===== config.mk =====
export PLATFORM = sky130hd
export DESIGN_NAME = loadResultStage
export DESIGN_NICKNAME = d
export VERILOG_FILES = /design/src/common/memStagePkg.sv /design/src/logic/loadExtender.sv /design/src/logic/loadResultStage.sv
export SDC_FILE = /design/constraint.sdc
export NUM_CORES = 1
export LEC_CHECK = 0
export BUFFER_PORTS_ARGS = -buffer_cell sky130_fd_sc_hd__clkbuf_2
export CAP_MARGIN = 20
export CORE_ASPECT_RATIO = 0.6
export CORE_MARGIN = 2
export CORE_UTILIZATION = 53
export CTS_BUF_LIST = sky130_fd_sc_hd__clkbuf_4 sky130_fd_sc_hd__clkbuf_8
export DETAILED_ROUTE_END_ITERATION = 7
export HOLD_SLACK_MARGIN = 0.02
export PLACE_DENSITY_LB_ADDON = 0.12
export SETUP_SLACK_MARGIN = 0.5
export SKIP_CTS_REPAIR_TIMING = 1
export SLEW_MARGIN = 10
export SYNTH_ARGS = -nofsm -noshare
export SYNTH_HDL_FRONTEND = slang
export SYNTH_HIERARCHICAL = 1
export SYNTH_SLANG_ARGS = --single-unit
export TNS_END_PERCENT = 20

===== constraint.sdc =====
create_clock -name clk -period 0.8 [get_ports clk]
set_clock_uncertainty 0.05 [all_clocks]
set_input_delay 0.12 -clock clk [delete_from_list [all_inputs] [get_ports clk]]
set_output_delay 0.12 -clock clk [all_outputs]
set_load 0.05 [all_outputs]

===== src/common/memStagePkg.sv =====
`default_nettype none

package memStagePkg;

	//////////////////////////////////////////////////////////////////////
	// Plain widths
	//////////////////////////////////////////////////////////////////////

	// One CPU data word
	typedef logic [31:0] dataWord_t;
	// Byte address as issued by execute
	typedef logic [31:0] addr_t;
	// One enable per byte lane
	typedef logic [3:0] byteSel_t;
	// Byte position inside a word
	typedef logic [1:0] byteOffset_t;

	//////////////////////////////////////////////////////////////////////
	// Access kinds
	//////////////////////////////////////////////////////////////////////

	// Same numbering as the load divider of the CPU
	typedef enum logic [2:0]
	{
		loadWord  = 3'd0,
		loadWordU = 3'd1,
		loadByte  = 3'd2,
		loadByteU = 3'd3,
		loadHalf  = 3'd4,
		loadHalfU = 3'd5
	} loadKind_t;

	typedef enum logic [1:0]
	{
		storeByte = 2'd0,
		storeHalf = 2'd1,
		storeWord = 2'd2
	} storeSize_t;

	//////////////////////////////////////////////////////////////////////
	// Bundles between stages
	//////////////////////////////////////////////////////////////////////

	// Operation offered by execute, 70 bits
	typedef struct packed
	{
		logic       isStore;
		loadKind_t  loadKind;
		storeSize_t storeSize;
		addr_t      addr;
		dataWord_t  storeData;
	} memOpReq_t;

	// Checked and lane-placed operation
	typedef struct packed
	{
		logic        isStore;
		loadKind_t   loadKind;
		logic        misaligned;
		addr_t       wordAddr;
		byteOffset_t byteOffset;
		byteSel_t    sel;
		dataWord_t   writeData;
	} stagedOp_t;

	// Wishbone, master side
	typedef struct packed
	{
		logic      cyc;
		logic      stb;
		logic      we;
		addr_t     adr;
		byteSel_t  sel;
		dataWord_t datW;
	} wbMaster_t;

	// Wishbone, slave side
	typedef struct packed
	{
		logic      ack;
		dataWord_t datR;
	} wbSlave_t;

	// Completion toward writeback
	typedef struct packed
	{
		logic      isLoad;
		logic      misaligned;
		dataWord_t data;
	} memResult_t;

endpackage

`default_nettype wire


===== src/logic/loadExtender.sv =====
`timescale 1ns/1ps
`default_nettype none

module loadExtender
	import memStagePkg::*;
(
	input  wire loadKind_t loadKind,
	input  wire dataWord_t rawWord,
	output dataWord_t      extWord
);

	always_comb
	begin
		case (loadKind)
			// Full word either way
			loadWord, loadWordU:
			begin
				extWord = rawWord;
			end
			// Sign from bit 7
			loadByte:
			begin
				extWord = {{24{rawWord[7]}}, rawWord[7:0]};
			end
			loadByteU:
			begin
				extWord = {24'b0, rawWord[7:0]};
			end
			// Sign from bit 15
			loadHalf:
			begin
				extWord = {{16{rawWord[15]}}, rawWord[15:0]};
			end
			loadHalfU:
			begin
				extWord = {16'b0, rawWord[15:0]};
			end
			// Spare codes pass the word
			default:
			begin
				extWord = rawWord;
			end
		endcase
	end

endmodule

`default_nettype wire


===== src/logic/loadResultStage.sv =====
`timescale 1ns/1ps
`default_nettype none

module loadResultStage
	import memStagePkg::*;
(
	input  wire              clk,
	input  wire              rstN,
	input  wire              doneValid,
	input  wire              doneIsLoad,
	input  wire loadKind_t   doneKind,
	input  wire byteOffset_t doneOffset,
	input  wire              doneMisaligned,
	input  wire dataWord_t   doneData,
	output memResult_t       result,
	output logic             resultValid
);

	// Addressed lane moved to bit 0
	dataWord_t shifted;
	dataWord_t extended;
	memResult_t nextResult;

	assign shifted = doneData >> {doneOffset, 3'b000};

	loadExtender extend
	(
		.loadKind (doneKind),
		.rawWord  (shifted),
		.extWord  (extended)
	);

	always_comb
	begin
		nextResult.isLoad     = doneIsLoad;
		nextResult.misaligned = doneMisaligned;
		// Stores and misaligned ops report zero
		nextResult.data       = (doneIsLoad && !doneMisaligned) ? extended : '0;
	end

	//////////////////////////////////////////////////////////////////////
	// Completion register
	//////////////////////////////////////////////////////////////////////

	always_ff @(posedge clk or negedge rstN)
	begin
		if (!rstN)
		begin
			resultValid <= 1'b0;
		end
		else
		begin
			// One pulse per done
			resultValid <= doneValid;
		end
	end

	always_ff @(posedge clk)
	begin
		if (doneValid)
		begin
			result <= nextResult;
		end
	end

endmodule

`default_nettype wire


==> run_results.csv <==
group,metric,value,unit
global_routing,grt_pass1_wl,8.58,mm
hold_path,hold_path_class,"primary input to register",
synthesis,synth_seq_area_share,0.433,
synthesis,synthSimpleGateAreaFrac,0.180,
pwr,sw_frac_of_total,0.326,
sta,rsz0062_at_grt,"yes",
status,status,"complete, but fails checks",
global_routing,grt_pass1_vias,1859,
global_routing,grtUsageTotal,0.212,
layout,area_delta_synth_final,33.2,%
clock_network,cts_root_buf,"clkbuf_8",
worst_setup_path,worstPathArrival,1.44,ns
detailed_routing,drtIter0Drc,61,
synthesis,async_flop_share,0.0286,
pwr,peakVddDrop,998,µV
worst_setup_path,critPathRequiredTime,0.91,ns
detailed_routing,drc,0,
clock_network,cts_made_buffers,5,
synthesis,yosys.area_share.adder,0,
clock_network,cts.sinks,35,
clock_network,clockBufferDepth,2,
pwr,power_density,1570,nW/µm²
synthesis,synthCells,224,
worst_setup_path,path_delay_family,"simple AND/OR/NAND/NOR gates",
worst_setup_path,cp-end-kind,"register",
sta,worst_pin_slew,0.274,ns
placed_design,dpl-instance-area,2950,µm²
worst_setup_path,cp-start-kind,"primary input",
layout,n_antenna_cell,0,
clock_network,htreeDepth,2,
synthesis,synth_top_area_frac,0.423,
synthesis,syn-num-nets,266,
sta,holdWs,-0.0301,ns
synthesis,ys_top_cells_by_area,"edfxtp_1, mux2i_1, and2_1",
synthesis,synth-seq-cells,35,
sta,post-route-period-util,1.66,
synthesis,synth_flop_cell,"edfxtp_1",
floorplanning,core,4230,µm²
sta,slew_violations,0,
pwr,internal-power,3.41,mW
pwr,seq_power_share,0.433,
status,failed_checks,"negative hold slack, negative setup slack",
worst_setup_path,cp_num_cells,7,
placed_design,place_ws,-0.881,ns
run,drv_cap,0,
detailed_routing,wl,5.50,mm
global_routing,grt-ovfl-total,0,
synthesis,synth.area.mux_share,0.133,
global_routing,antenna_found_initial,0,
synthesis,yosys.area.top_type,"edfxtp_1",
pwr,finalPower,5.06,mW
placed_design,numPlacedInstances,365,
synthesis,synth_area_per_cell,10.8,µm²
sta,max-slew-margin-rel,0.814,
detailed_routing,ant_nets,0,
worst_setup_path,critPathKind,"primary input to register",
synthesis,synth_warnings,6,
layout,finalInstanceArea,3220,µm²
floorplanning,die_area,5130,µm²
worst_setup_path,cp_slowest_cell,"or3b_4",
floorplanning,die_h,56.3,µm
worst_setup_path,critPathMaxFanout,8,
pwr,leakagePower,1.39,nW
synthesis,synth_cell_types,26,
worst_setup_path,max_stage_delay,0.44,ns
clock_network,cts_tree,"yes",
synthesis,ys_top_cells_by_count,"and2_1, edfxtp_1, mux2i_1, a21boi_0, nand2b_1",
synthesis,synth_xor_area_frac,0,
placed_design,dpl.hpwl,4.11,mm
synthesis,synth.cell_area,2420,µm²
synthesis,synth.most_common_cell,"and2_1",
detailed_routing,vias_per_cell,5.22,
worst_setup_path,path_cells,"clkbuf_2 > buf_4 > o2bb2ai_1 > or3b_4 > clkbuf_16 > a32oi_1 > and2_1",
layout,fin_nets,357,
pwr,clockPowerShare,0.254,
synthesis,synth_edf_count,34,
layout,final_util,0.760,
detailed_routing,dr.pass1.iters,4,
worst_setup_path,critPathBufInv,3,
placed_design,io_buffers,76,
floorplanning,ioPinCount,77,
layout,drive_above_1_share,0.421,
placed_design,gp_routability_congestion,0.857,
floorplanning,rows,18,
layout,fillers,319,
sta,finalSetupViolations,67,
clock_network,clk_transition_reported_paths,0.07,ns
detailed_routing,wl_per_cell,14.6,µm
floorplanning,initial_core_util,0.571,
layout,final_cells,376,
floorplanning,die_x,91.2,µm
hold_path,holdPathStages,1,
pwr,combPwrFrac,0.313,
sta,max_freq,751,MHz
global_routing,grt_max_degree,33,
sta,min_period,1.33,ns
detailed_routing,via_count,1962,
sta,hold_viol,2,
synthesis,synth_top_family_by_area,"simple AND/OR/NAND/NOR gates",
pwr,p_sw,1.65,mW
sta,final.setup.worst_slack,-0.531,ns
synthesis,synth_compound_area_frac,0.155,
[power by group through the flow]
| stage | clock network (mW) | logic [mW] | registers, mW |
|---|---|---|---|
| 2_1_floorplan | 0 | 0.571 | 2.72 |
| 3_3_place_gp | 0 | 1.45 | 2.23 |
| 3_5_place_dp | 0 | 1.47 | 2.24 |
| 4_1_cts | 1.31 | 1.47 | 2.20 |
| 5_1_grt | 1.37 | 1.69 | 2.20 |
| 6_report | 1.28 | 1.58 | 2.19 |
[final cells by class]
type	count	area, µm²	share of cell area
multi-input cells	152	1200	0.373
flip-flops and latches	35	1050	0.325
repair buffers	112	774	0.241
clock buffers	6	76.3	0.0237
well taps	60	75.1	0.0233
inverters	9	33.8	0.0105
clock inverters	2	12.5	0.00389
[through the flow]
step / hold WS, ns / TNS (ns)
after global routing: -0.0275 / -22.37
after floorplan: -0.226 / -20.75
after global placement: -0.155 / -23.65
after detailed placement: -0.154 / -24.61
final: -0.0301 / -19.97
after CTS: -0.461 / -24.48
[sequential cells by signal (all words and copies together) (netlist names)]
name	count
result	34
resultValid	1
[per-layer routing]
| layer | up-vias | part of all wire | GRT usage |
|---|---|---|---|
| met5 | - | 0 | 0 |
| met4 | 0 | 0.0049 | 0.0584 |
| met3 | 2 | 0.054 | 0.0322 |
| met2 | 62 | 0.47 | 0.335 |
| met1 | 916 | 0.47 | 0.307 |
| li1 | 982 | - | - |
[worst paths after layout]
path	startpoint	endpoint	slack [ns]
min	doneIsLoad	result[33]	-0.03
min in group asynchronous	rstN	resultValid	0.08
max in group asynchronous	rstN	resultValid	0.53
max	doneOffset[1]	result[22]	-0.53
[layout by cell type (no fill, tap or decap), drive strengths merged]
cell,instances
buf,71
clkbuf,46
and2,40
edfxtp,34
mux2i,32
nand2b,16
a21boi,16
a32oi,16
nor2,9
inv,8
o21ai,8
o2bb2ai,7
nor2b,2
clkinv,2
nand2,1
o22ai,1
and2b,1
clkinvlp,1
nand4bb,1
nand3b,1
or3b,1
dlygate4sd3,1
dfrtp,1
[logic make-up (layout without fill, tap and decap cells)]
family          count (synthesis)  in the layout
simple gates                   72             72
compound gates                 48             48
buf+inv                        37            129
flops                          35             35
mux                            32             32
Power figures use the tool's default switching activity.
