$ cat src/common/memStagePkg.sv
`default_nettype none

package memStagePkg;

	//////////////////////////////////////////////////////////////////////
	// Plain widths
	//////////////////////////////////////////////////////////////////////

	// One CPU data word
	typedef logic [31:0] dataWord_t;
	// Byte address as issued by execute
	typedef logic [31:0] addr_t;
	// One enable per byte lane
	typedef logic [3:0] byteSel_t;
	// Byte position inside a word
	typedef logic [1:0] byteOffset_t;

	//////////////////////////////////////////////////////////////////////
	// Access kinds
	//////////////////////////////////////////////////////////////////////

	// Same numbering as the load divider of the CPU
	typedef enum logic [2:0]
	{
		loadWord  = 3'd0,
		loadWordU = 3'd1,
		loadByte  = 3'd2,
		loadByteU = 3'd3,
		loadHalf  = 3'd4,
		loadHalfU = 3'd5
	} loadKind_t;

	typedef enum logic [1:0]
	{
		storeByte = 2'd0,
		storeHalf = 2'd1,
		storeWord = 2'd2
	} storeSize_t;

	//////////////////////////////////////////////////////////////////////
	// Bundles between stages
	//////////////////////////////////////////////////////////////////////

	// Operation offered by execute, 70 bits
	typedef struct packed
	{
		logic       isStore;
		loadKind_t  loadKind;
		storeSize_t storeSize;
		addr_t      addr;
		dataWord_t  storeData;
	} memOpReq_t;

	// Checked and lane-placed operation
	typedef struct packed
	{
		logic        isStore;
		loadKind_t   loadKind;
		logic        misaligned;
		addr_t       wordAddr;
		byteOffset_t byteOffset;
		byteSel_t    sel;
		dataWord_t   writeData;
	} stagedOp_t;

	// Wishbone, master side
	typedef struct packed
	{
		logic      cyc;
		logic      stb;
		logic      we;
		addr_t     adr;
		byteSel_t  sel;
		dataWord_t datW;
	} wbMaster_t;

	// Wishbone, slave side
	typedef struct packed
	{
		logic      ack;
		dataWord_t datR;
	} wbSlave_t;

	// Completion toward writeback
	typedef struct packed
	{
		logic      isLoad;
		logic      misaligned;
		dataWord_t data;
	} memResult_t;

endpackage

`default_nettype wire

$ cat src/memAccess/memRequestStage.sv
`timescale 1ns/1ps
`default_nettype none

module memRequestStage
	import memStagePkg::*;
#(
	parameter int ramAddrBits = 8
)
(
	input  wire        clk,
	input  wire        rstN,
	input  wire        memOpReq_t opReq,
	input  wire        opValid,
	output logic       opReady,
	output stagedOp_t  staged,
	output logic       stagedValid,
	input  wire        stagedReady
);

	// Access width, taken from the load kind for loads
	storeSize_t accessSize;
	logic       misaligned;
	byteSel_t   sel;
	dataWord_t  laneData;
	stagedOp_t  nextOp;
	logic       fullQ;

	always_comb
	begin
		if (opReq.isStore)
		begin
			accessSize = opReq.storeSize;
		end
		else
		begin
			case (opReq.loadKind)
				loadByte, loadByteU: accessSize = storeByte;
				loadHalf, loadHalfU: accessSize = storeHalf;
				// Word kinds and spare codes
				default:             accessSize = storeWord;
			endcase
		end
	end

	// Alignment and lane selects
	always_comb
	begin
		case (accessSize)
			storeByte:
			begin
				misaligned = 1'b0;
				sel        = byteSel_t'(4'b0001 << opReq.addr[1:0]);
				// Byte copied to every lane
				laneData   = {4{opReq.storeData[7:0]}};
			end
			storeHalf:
			begin
				misaligned = opReq.addr[0];
				sel        = opReq.addr[1] ? 4'b1100 : 4'b0011;
				laneData   = {2{opReq.storeData[15:0]}};
			end
			default:
			begin
				misaligned = (opReq.addr[1:0] != 2'b00);
				sel        = 4'b1111;
				laneData   = opReq.storeData;
			end
		endcase
	end

	always_comb
	begin
		nextOp.isStore    = opReq.isStore;
		nextOp.loadKind   = opReq.loadKind;
		nextOp.misaligned = misaligned;
		// Word index, cut to the RAM range
		nextOp.wordAddr   = addr_t'(opReq.addr[ramAddrBits+1:2]);
		nextOp.byteOffset = opReq.addr[1:0];
		nextOp.sel        = sel;
		nextOp.writeData  = opReq.isStore ? laneData : '0;
	end

	// Empty, or draining this cycle
	assign opReady     = !fullQ || stagedReady;
	assign stagedValid = fullQ;

	always_ff @(posedge clk or negedge rstN)
	begin
		if (!rstN)
		begin
			fullQ <= 1'b0;
		end
		else if (opValid && opReady)
		begin
			fullQ <= 1'b1;
		end
		else if (stagedReady)
		begin
			fullQ <= 1'b0;
		end
	end

	// Payload holding register
	always_ff @(posedge clk)
	begin
		if (opValid && opReady)
		begin
			staged <= nextOp;
		end
	end

	// Offer held until the bus stage takes it
	stagedHeld: assert property (@(posedge clk) disable iff (!rstN)
		stagedValid && !stagedReady |=> stagedValid);

endmodule

`default_nettype wire

$ cat config.mk
export PLATFORM = sky130hd
export DESIGN_NAME = memRequestStage
export DESIGN_NICKNAME = d
export VERILOG_FILES = /design/src/common/memStagePkg.sv /design/src/memAccess/memRequestStage.sv
export SDC_FILE = /design/constraint.sdc
export NUM_CORES = 1
export LEC_CHECK = 0
export BUFFER_PORTS_ARGS = -buffer_cell sky130_fd_sc_hd__clkbuf_2
export CORE_ASPECT_RATIO = 0.9
export CORE_MARGIN = 5
export CORE_UTILIZATION = 31
export CTS_CLUSTER_DIAMETER = 50
export DETAILED_ROUTE_END_ITERATION = 10
export GPL_TIMING_DRIVEN = 0
export HOLD_SLACK_MARGIN = 0.08
export PLACE_DENSITY = 0.7
export SYNTH_ARGS = -nofsm -noshare
export SYNTH_HDL_FRONTEND = slang
export SYNTH_SLANG_ARGS = --single-unit
export TNS_END_PERCENT = 50
$ cat constraint.sdc
create_clock -name clk -period 2 [get_ports clk]
set_input_delay 0.2 -clock clk [delete_from_list [all_inputs] [get_ports clk]]
set_output_delay 0.2 -clock clk [all_outputs]
set_load 0.05 [all_outputs]
==> run summary <==
## Run status
* finished, final reports clean — result of the run

## Synthesis
* 52 — flip-flop and latch count after synthesis
* 12.9 µm² — Synth Area per Inst
* 2420 µm² — area of the mapped netlist
* 0.00517 — fraction of the mapped netlist area in adder cells
* 187 — Post-Syn Instances
* 25 — Distinct cells, synth
* 0.0920 — compound-cell area share of the yosys netlist
* 0.0935 — post-synthesis share of cell area spent on and, or, nand and nor gates
* 0.0579 — mux share of post-synthesis cell area
* 0 — xor/xnor cell area share of the yosys netlist
* buffers and inverters — largest family of logic cells by synthesized area
* 0.643 — register area share after synthesis
* 0 — number of warnings issued by yosys

## Global routing
* 0 — initial antenna violation count
* 0.126 — overall fraction of global-route tracks in use
* 9320 µm — wire length of the first global-routing pass
* 52 — pin count of the biggest net entering global routing
* 1872 — number of global-route vias before repair
* 0 — GR Overflow Total

## Placement
* 4590 µm — estimated wirelength of the detail-placed design
* 0.812 — routability cong.
* 409 — Placed Instances
* 103 — Port Buffer Count

## Route
* 1790 — total vias in the final route
* 0 — Antenna Violating Nets Remaining
* 6150 µm — total wire length after detailed routing
* 4.19 — DR vias/cell
* 0 — DRC
* 63 — number of DRC markers after the initial detailed-route iteration
* 4 — number of optimization iterations in the first detailed-route pass
* 14.4 µm — detail-routed net length per standard cell

## Timing
* 0.672 GHz — achievable frequency
* 1490 ps — Final min period
* false — setup repair after global routing missed its margin
* 0 — final count of pins violating max slew
* 677 ps — Tightest Pin Transition
* 0 ps — TNS Setup
* 0.744 — portion of the clock cycle consumed by the worst path in the final layout
* 0 — number of endpoints failing setup at the final stage
* 0.549 — worst slew margin relative to its limit
* 5.83 ps — Final Skew
* 0 — Hold Fails Final Rpt

## Final layout
* 0 — number of diodes added for antenna fixing
* 694 µm² — area of the multi-input gates
* 0.444 — fraction of layout instances using a drive strength above 1
* 39.3% — relative area change from synthesis to final layout
* 103 x clkbuf_2, 51 x edfxtp_1, 26 x nand2_1, 25 x buf_4, 24 x conb_1 — leading cell types in the layout, fill and taps excluded
* 427 — final cell count without fillers
* 405 — Final nets
* clkbuf_2 — most common library cell in the layout ignoring fill and taps
* 1560 µm² — area taken by flip-flops and latches
* 744 — Layout fillers

## Worst setup path
* flip-flop — CP Capture Type
* staged[26] — Critical R2R Capture
* 1930 ps — Worst EP required
* flip-flop — sort of element at the start of the critical path
* flip-flop to flip-flop — kind of critical path
* 2 — depth of the worst register-to-register path
* 51 — critical-path maximum fanout
* stagedValid — Worst R2R Start
* 510 ps — flop2flop setup slack
* 1420 ps — signal arrival time at the worst endpoint

## Power and ir drop
* 0.00154 µW — leakage dissipation
* 0.281 mV — worst IR drop on VDD
* 819 nW/µm² — Power Dens Cells

## Worst hold path
* 1 — Cells on Worst Hold Path
* staged[72] — Hold Path End
* opReq[67] — origin of the worst min-delay path
* input port to flip-flop — type of the most critical hold path

## Floorplan
* 7580 µm² — core area
* 9680 µm² — overall die area
* 0.319 — initial cell density of the core
* 93.8 µm — Die Height
* 103 µm — x dimension of the die
* 30 — Std-Cell Rows
* 151 — IO Pins

## Clocking
* clkbuf_8 — Clk Tree Root Cell
* 52 — clock sinks
* 5 — TritonCTS buffer count
* 90 ps — Clock transition at path regs
* 0 — number of buffers inserted by post-CTS setup repair
* 2 — depth of the CTS H-tree
* 2 — CTS max path bufs
* 300 ps — clock latency on the worst-skew pair
* 0 — number of gates given a new drive strength after cts
* done — CTS tree

## Flow run
* 0 — Maximum Capacitance Violations

layout make-up:
cell class,count,share of cell area
Buffer,34,0.0735
Clock buffer,7,0.0286
Clock inverter,1,0.00891
Inverter,3,0.00334
Multi-Input combinational cell,121,0.206
Sequential cell,52,0.462
Tap cell,96,0.0356
Timing Repair Buffer,113,0.183
registers in the layout, indices dropped and copies added (netlist names):
name and flops:
staged 51, stagedValid 1
worst max-delay path by stage:
| stage | endpoint | start | depth (start not counted) | slack, ps |
|---|---|---|---|---|
| 3_3_place_gp | staged[21] | stagedValid | 2 | 510 |
| 2_1_floorplan | staged[0] | stagedValid | 2 | 10 |
| 5_1_grt | staged[18] | stagedValid | 2 | 420 |
| 3_5_place_dp | staged[21] | stagedValid | 2 | 500 |
| 4_1_cts | staged[18] | stagedValid | 2 | 480 |
| 6_report | staged[26] | stagedValid | 2 | 510 |
kinds of logic (layout without fill, tap and decap cells):
| group | Yosys count | in the layout |
|---|---|---|
| flops | 52 | 52 |
| other cells | 1 | 24 |
| simple gates | 47 | 47 |
| mux | 11 | 11 |
| buf+inv | 37 | 158 |
| fa+ha+maj | 1 | 1 |
| compound gates | 38 | 38 |
per-layer routing:
metal  up-vias  GRT usage  share of wire
li1        898          -              -
met4         0     0.0410         0.0065
met2        86      0.203           0.47
met3         2     0.0468           0.12
met1       804      0.156           0.41
met5         -          0              0
power by group:
part | internal [µW] | switching, µW
logic | 190 | 505
clock network | 442 | 326
registers | 1280 | 16.3
Yosys cell counts:
cell / n / share of area
a21boi_0: 4 / 0.012
a21boi_1: 4 / 0.012
a21oi_1: 1 / 0.0021
a31oi_1: 8 / 0.021
and2_1: 9 / 0.023
buf_2: 3 / 0.0062
buf_4: 25 / 0.078
buf_6: 3 / 0.014
clkbuf_1: 3 / 0.0047
conb_1: 1 / 0.0015
dfrtp_1: 1 / 0.010
edfxtp_1: 51 / 0.63
ha_1: 1 / 0.0052
inv_1: 3 / 0.0047
mux2_4: 1 / 0.0062
mux2i_1: 8 / 0.033
mux2i_4: 2 / 0.019
nand2_1: 26 / 0.040
nand2b_1: 2 / 0.0052
nor2_1: 1 / 0.0015
nor2_2: 1 / 0.0026
nor2b_1: 8 / 0.021
o21ai_0: 11 / 0.023
o21ai_1: 9 / 0.019
o21bai_1: 1 / 0.0031
stage by stage:
step | hold WS [ps] | cell area, µm² | setup slack, ps | util | power (µW)
floorplan | -95.6 | 2510 | 13.6 | - | 1840
global placement | -23.5 | 3150 | 514 | 0.415 | 2000
detailed placement | -24.1 | 3150 | 499 | 0.415 | 2010
CTS | 80.9 | 3370 | 484 | 0.445 | 2800
global route | 83.3 | 3370 | 415 | 0.445 | 2900
finish | 94.1 | 3370 | 511 | 0.445 | 2760
worst max-delay path: stages (launching register included):
cell and delay, ps:
dfrtp_1 390, nand2b_1 110, and2_4 600
timing repair:
| action | 4_1_cts | 5_1_grt |
|---|---|---|
| hold buffers | 10 | 0 |
| hold endpoints to repair | 10 | 0 |
| endpoints found under the setup margin | 0 | 0 |
Note: power is estimated with default switching activity, not from simulation.
