--- src/common/memStagePkg.sv ---
`default_nettype none

package memStagePkg;

	//////////////////////////////////////////////////////////////////////
	// Plain widths
	//////////////////////////////////////////////////////////////////////

	// One CPU data word
	typedef logic [31:0] dataWord_t;
	// Byte address as issued by execute
	typedef logic [31:0] addr_t;
	// One enable per byte lane
	typedef logic [3:0] byteSel_t;
	// Byte position inside a word
	typedef logic [1:0] byteOffset_t;

	//////////////////////////////////////////////////////////////////////
	// Access kinds
	//////////////////////////////////////////////////////////////////////

	// Same numbering as the load divider of the CPU
	typedef enum logic [2:0]
	{
		loadWord  = 3'd0,
		loadWordU = 3'd1,
		loadByte  = 3'd2,
		loadByteU = 3'd3,
		loadHalf  = 3'd4,
		loadHalfU = 3'd5
	} loadKind_t;

	typedef enum logic [1:0]
	{
		storeByte = 2'd0,
		storeHalf = 2'd1,
		storeWord = 2'd2
	} storeSize_t;

	//////////////////////////////////////////////////////////////////////
	// Bundles between stages
	//////////////////////////////////////////////////////////////////////

	// Operation offered by execute, 70 bits
	typedef struct packed
	{
		logic       isStore;
		loadKind_t  loadKind;
		storeSize_t storeSize;
		addr_t      addr;
		dataWord_t  storeData;
	} memOpReq_t;

	// Checked and lane-placed operation
	typedef struct packed
	{
		logic        isStore;
		loadKind_t   loadKind;
		logic        misaligned;
		addr_t       wordAddr;
		byteOffset_t byteOffset;
		byteSel_t    sel;
		dataWord_t   writeData;
	} stagedOp_t;

	// Wishbone, master side
	typedef struct packed
	{
		logic      cyc;
		logic      stb;
		logic      we;
		addr_t     adr;
		byteSel_t  sel;
		dataWord_t datW;
	} wbMaster_t;

	// Wishbone, slave side
	typedef struct packed
	{
		logic      ack;
		dataWord_t datR;
	} wbSlave_t;

	// Completion toward writeback
	typedef struct packed
	{
		logic      isLoad;
		logic      misaligned;
		dataWord_t data;
	} memResult_t;

endpackage

`default_nettype wire

--- src/memAccess/memBusMaster.sv ---
`timescale 1ns/1ps
`default_nettype none

module memBusMaster
	import memStagePkg::*;
(
	input  wire              clk,
	input  wire              rstN,
	input  wire stagedOp_t   staged,
	input  wire              stagedValid,
	output logic             stagedReady,
	output wbMaster_t        wbOut,
	input  wire wbSlave_t    wbIn,
	output logic             doneValid,
	output logic             doneIsLoad,
	output loadKind_t        doneKind,
	output byteOffset_t      doneOffset,
	output logic             doneMisaligned,
	output dataWord_t        doneData
);

	typedef enum logic [1:0]
	{
		idle,
		busCycle,
		finish
	} busState_t;

	busState_t state;
	// Operation under way
	stagedOp_t curOp;
	// Word returned with ack
	dataWord_t readWord;
	logic      accept;
	logic      busActive;

	assign stagedReady = (state == idle);
	assign accept      = stagedValid && stagedReady;

	//////////////////////////////////////////////////////////////////////
	// State machine
	//////////////////////////////////////////////////////////////////////

	always_ff @(posedge clk or negedge rstN)
	begin
		if (!rstN)
		begin
			state <= idle;
		end
		else
		begin
			case (state)
				idle:
				begin
					if (accept)
					begin
						state <= busCycle;
					end
				end
				busCycle:
				begin
					// Misaligned op spends this cycle off the bus
					if (curOp.misaligned || wbIn.ack)
					begin
						state <= finish;
					end
				end
				finish:
				begin
					state <= idle;
				end
				default:
				begin
					state <= idle;
				end
			endcase
		end
	end

	// Op capture
	always_ff @(posedge clk)
	begin
		if (accept)
		begin
			curOp <= staged;
		end
	end

	// Read data on ack
	always_ff @(posedge clk)
	begin
		if (state == busCycle && wbIn.ack)
		begin
			readWord <= wbIn.datR;
		end
	end

	//////////////////////////////////////////////////////////////////////
	// Wishbone drive
	//////////////////////////////////////////////////////////////////////

	// Cycle only for aligned ops and dropped on the ack edge
	assign busActive  = (state == busCycle) && !curOp.misaligned;
	assign wbOut.cyc  = busActive;
	assign wbOut.stb  = busActive;
	assign wbOut.we   = curOp.isStore;
	assign wbOut.adr  = curOp.wordAddr;
	assign wbOut.sel  = curOp.sel;
	assign wbOut.datW = curOp.writeData;

	// Completion lasts the one finish cycle
	assign doneValid      = (state == finish);
	assign doneIsLoad     = !curOp.isStore;
	assign doneKind       = curOp.loadKind;
	assign doneOffset     = curOp.byteOffset;
	assign doneMisaligned = curOp.misaligned;
	assign doneData       = readWord;

	// Ack only answers a live strobe inside the cycle
	ackInsideStb: assert property (@(posedge clk) disable iff (!rstN)
		wbIn.ack |-> wbOut.stb && wbOut.cyc);

	// Address held through the wait
	adrStable: assert property (@(posedge clk) disable iff (!rstN)
		wbOut.stb && !wbIn.ack |=> $stable(wbOut.adr));

endmodule

`default_nettype wire

--- config.mk ---
export PLATFORM = sky130hd
export DESIGN_NAME = memBusMaster
export DESIGN_NICKNAME = d
export VERILOG_FILES = /design/src/common/memStagePkg.sv /design/src/memAccess/memBusMaster.sv
export SDC_FILE = /design/constraint.sdc
export NUM_CORES = 1
export LEC_CHECK = 0
export BUFFER_PORTS_ARGS = -buffer_cell sky130_fd_sc_hd__buf_2
export CAP_MARGIN = 40
export CORE_MARGIN = 4
export CORE_UTILIZATION = 41
export DETAILED_ROUTE_END_ITERATION = 8
export PLACE_DENSITY = 0.84
export SLEW_MARGIN = 30
export SYNTH_ARGS = -nofsm -noshare
export SYNTH_HDL_FRONTEND = slang
export SYNTH_SLANG_ARGS = --single-unit
--- constraint.sdc ---
create_clock -name clk -period 4.25 [get_ports clk]
set_input_delay 0.2125 -clock clk [delete_from_list [all_inputs] [get_ports clk]]
set_output_delay 0.2125 -clock clk [all_outputs]
set_load 0.1 [all_outputs]
==> flow_results.org <==
** Outcome
- The flow ran to the end, and the final reports show no timing, DRC or antenna violations.

** Logic synthesis
- In the synthesized netlist, the cells that appear most often are edfxtp_1 (107), nor2_1 (5), buf_4 (2), dfrtp_1 (2), inv_1 (2).
- The most common cell in the synthesized netlist is edfxtp_1.
- The biggest area contributor in the post-synthesis netlist is edfxtp_1.
- Flip-flop cell with the highest count after synthesis :: edfxtp_1
- Warnings, synthesis :: 0
- Number of synthesized flops with an enable pin :: 107
- Synth area leaders :: edfxtp_1 (96%), dfrtp_1 (1.5%), nor2_1 (0.56%)
- Cell Area, Synth :: 3340 um^2
- When the netlist entered floorplanning its net count stood at 233.
- Dividing the synthesized area by the synthesized cell count gives 27.4 um^2.
- The number of different library cells used by synthesis comes to 9.
- Synthesis-stage register bit count :: 109
- Counting flops with an async set or reset pin after synthesis yields a share of 1.83%.
- Cell count after synthesis :: 122
- Of the synthesized area, sequential elements account for 97.7%.
- Area share of the largest cell type after synthesis :: 96.2%

** Final layout
- From synthesis to final layout, the design area changed by 43.5%.
- Ant. Diodes :: 0
- For this run, the share of the core covered by cells in the final layout is 61.4%.
- Proportion of layout cells with a drive suffix above 1 :: 65.7%
- At the end of the flow, the number of nets in the layout was 468.
- Fill cells in the final layout number 599.

** Die
- Total die area :: 9650 um^2
- Once the floorplan was initialized, standard cells occupied 42.8% of the core.
- From left edge to right edge, the die measures 98.3 um.
- The initialized floorplan defines 32 standard-cell rows.
- The core region is 7810 um^2.
- Die Span Y :: 98.3 um
- Pin placement for this block handled 223 I/O pins.

** Power
- The analysis attributes to net switching a power of 1.45 mW.
- The worst-case IR drop observed on VDD is 0.327 mV.
- Cell internal pwr :: 1.76 mW
- Share of total power in combinational logic :: 38.7%
- Power per cell area :: 670 nW/um^2
- Of the total power, the clock network draws 17.8%.
- Leak pwr :: 2.04 nW
- Seq pwr share :: 43.5%
- Switching share of power :: 45.2%

** STA
- Based on the critical path, the design can be clocked at up to 558 MHz.
- Clock skew on the completed layout was measured at 0.0115 ns.
- Worst-Margin Slew :: 0.686 ns
- Shortest clock period the worst path allows after layout :: 1.79 ns
- Accumulated negative setup slack :: 0 ns
- RSZ-0062 raised after global routing :: false
- Of the available clock period, the critical path in the final layout requires 42.2%.
- The hold violation total from the final report is 0.
- Pins Over Slew Limit :: 0
- Measured against its own limit, the worst slew margin works out to 54.3%.
- Setup violations remaining at the end of the flow were counted as 0.

** Global routing
- Number of antenna violations at the first check in global routing :: 0
- Total grt overflow :: 0
- Grt met2 use :: 26.9%
- Pin count of the biggest net entering global routing :: 77
- The number of global-route vias before repair was 2195.
- M3 GR Usage :: 7.21%
- GR peak layer :: met2
- Global routing consumed, on the met1 layer, 16.4% of the routing resources.
- Global routing used 15.6% of the available tracks.
- The first global-routing pass estimated 11300 um of wire.

** Worst setup path
- Source of the critical timing path :: state[1]
- R2r startpoint :: state[0]
- Following the worst setup path forward leads to its endpoint at wbOut[70].
- STA puts the critical path data required time at 4.04 ns.
- Type of the worst setup path :: register to primary output
- R2R Setup Slk :: 2.62 ns
- In this run the critical register-to-register path is captured at doneMisaligned.
- The worst setup path is captured at a primary output.
- Crit path DAT :: 1.58 ns
- STA classifies the critical path startpoint as a register.
- Along the worst path, the maximum fanout reaches 4.
- Cell depth of the worst flop-to-flop path :: 2

** Clock network
- Clock Tree Root :: clkbuf_8
- For this design, the sink count on the clock tree is 109.
- CTS clk-pin slew, worst paths :: 0.10 ns
- The number of clock buffers added by TritonCTS is 9.
- The clock reaches the later pin of the worst-skew pair after 0.35 ns.
- Count of cells resized by post-cts repair :: 0
- The clock passes through at most 2 buffers.
- In this run the number of H-tree levels came out at 3.
- TritonCTS built the clock tree.

** Place
- Post-DP HPWL :: 6000 um
- In this run the tool buffered the top-level ports with 222 buffer cells.
- The congestion estimate from routability-driven global placement came to 0.765.

** Routing
- Routed via count divided by cell count :: 4.44
- Routed wire per std cell :: 16.6 um
- In the routed design, unresolved DRC markers number 0.
- Vias after detailed routing :: 2056
- The detail route stage leaves a number of antenna-violating nets equal to 0.
- Final Routed Wirelength :: 7670 um
- For this run, the detailed router's first-pass iteration total came to 4.
- Initial detailed-routing violation count :: 59

** Flow run
- Max Cap Violations :: 0

** Worst hold path
- The tightest min-delay check is of the primary input to register type.
-- metal layers --
| metal | up-vias | routed length, um |
|---|---|---|
| li1 | 946 | - |
| met1 | 948 | 2560 |
| met2 | 151 | 3900 |
| met3 | 11 | 1070 |
| met4 | 0 | 134 |
| met5 | - | 0 |
-- final cells by class --
| cell class | instances | area, um^2 | share of cell area, % |
|---|---|---|---|
| Clock buffer | 10 | 128 | 2.66 |
| Clock inverter | 5 | 52.6 | 1.10 |
| Inverter | 2 | 7.51 | 0.157 |
| Multi-Input combinational cell | 9 | 60.1 | 1.25 |
| Sequential cell | 109 | 3260 | 68.1 |
| Tap cell | 102 | 128 | 2.66 |
| Timing Repair Buffer | 226 | 1150 | 24.1 |
-- what timing repair did --
item / in CTS / in global routing
hold endpoints to repair: 2 / 2
hold buffers: 1 / 2
setup endpoints to repair: 0 / 0
buffers inserted: 0 / 0
-- registers in the layout (all words and copies together) (netlist names) --
register and cells:
doneKind 3, doneOffset 2, state 2, doneData 32, doneMisaligned 1, wbOut 69
-- power groups by stage --
stage | sequential [mW] | clock (mW) | combinational (mW)
final | 1.40 | 0.570 | 1.24
after global routing | 1.41 | 0.646 | 1.27
after CTS | 1.40 | 0.595 | 1.25
after detailed placement | 1.42 | 0 | 1.25
after global placement | 1.42 | 0 | 1.24
after floorplan | 2.32 | 0 | 0.156
-- how the worst min path moves through the flow --
| stage | depth (start not counted) | to | start | slack [ns] |
|---|---|---|---|---|
| 2_1_floorplan | 0 | state[0] | rstN | -0.08 |
| 3_3_place_gp | 1 | state[0] | rstN | 0.009 |
| 3_5_place_dp | 1 | state[1] | rstN | 0.01 |
| 4_1_cts | 1 | doneOffset[0] | staged[36] | 0.003 |
| 5_1_grt | 1 | wbOut[43] | staged[45] | 0.0004 |
| 6_report | 1 | doneData[11] | wbIn[11] | 0.03 |
-- critical path, stage by stage, from the launching register on --
cell	delay (ns)
dfrtp_1	0.44
nand2b_1	0.20
nor2_1	0.15
buf_2	0.45
-- per-stage QoR --
stage	total power, mW	cell area [um^2]	hold WS (ns)	std cells	setup WS, ns
final	3.21	4790	0.0321	463	2.46
after global routing	3.33	4790	0.000427	463	2.33
after CTS	3.24	4770	0.00301	461	2.42
after detailed placement	2.67	4580	0.0111	445	2.45
after global placement	2.66	4580	0.00939	445	2.52
after floorplan	2.48	3340	-0.0831	122	0.385
-- cells by family after synthesis --
family / share of synthesized area, %
flops: 97.7
simple gates: 1.35
buf+inv: 0.674
compound gates: 0.262
-- placed cells by master (no fill, tap or decap) --
cell type,instances
inv_1,2
buf_6,1
dfrtp_1,2
edfxtp_1,107
dlygate4sd3_1,3
clkbuf_8,9
nor3b_4,1
a31o_1,1
clkinv_1,2
clkbuf_1,1
nand2b_1,1
clkinvlp_4,2
bufinv_16,1
and3_2,1
nor2_1,5
buf_2,222
Power figures use the tool's default switching activity.
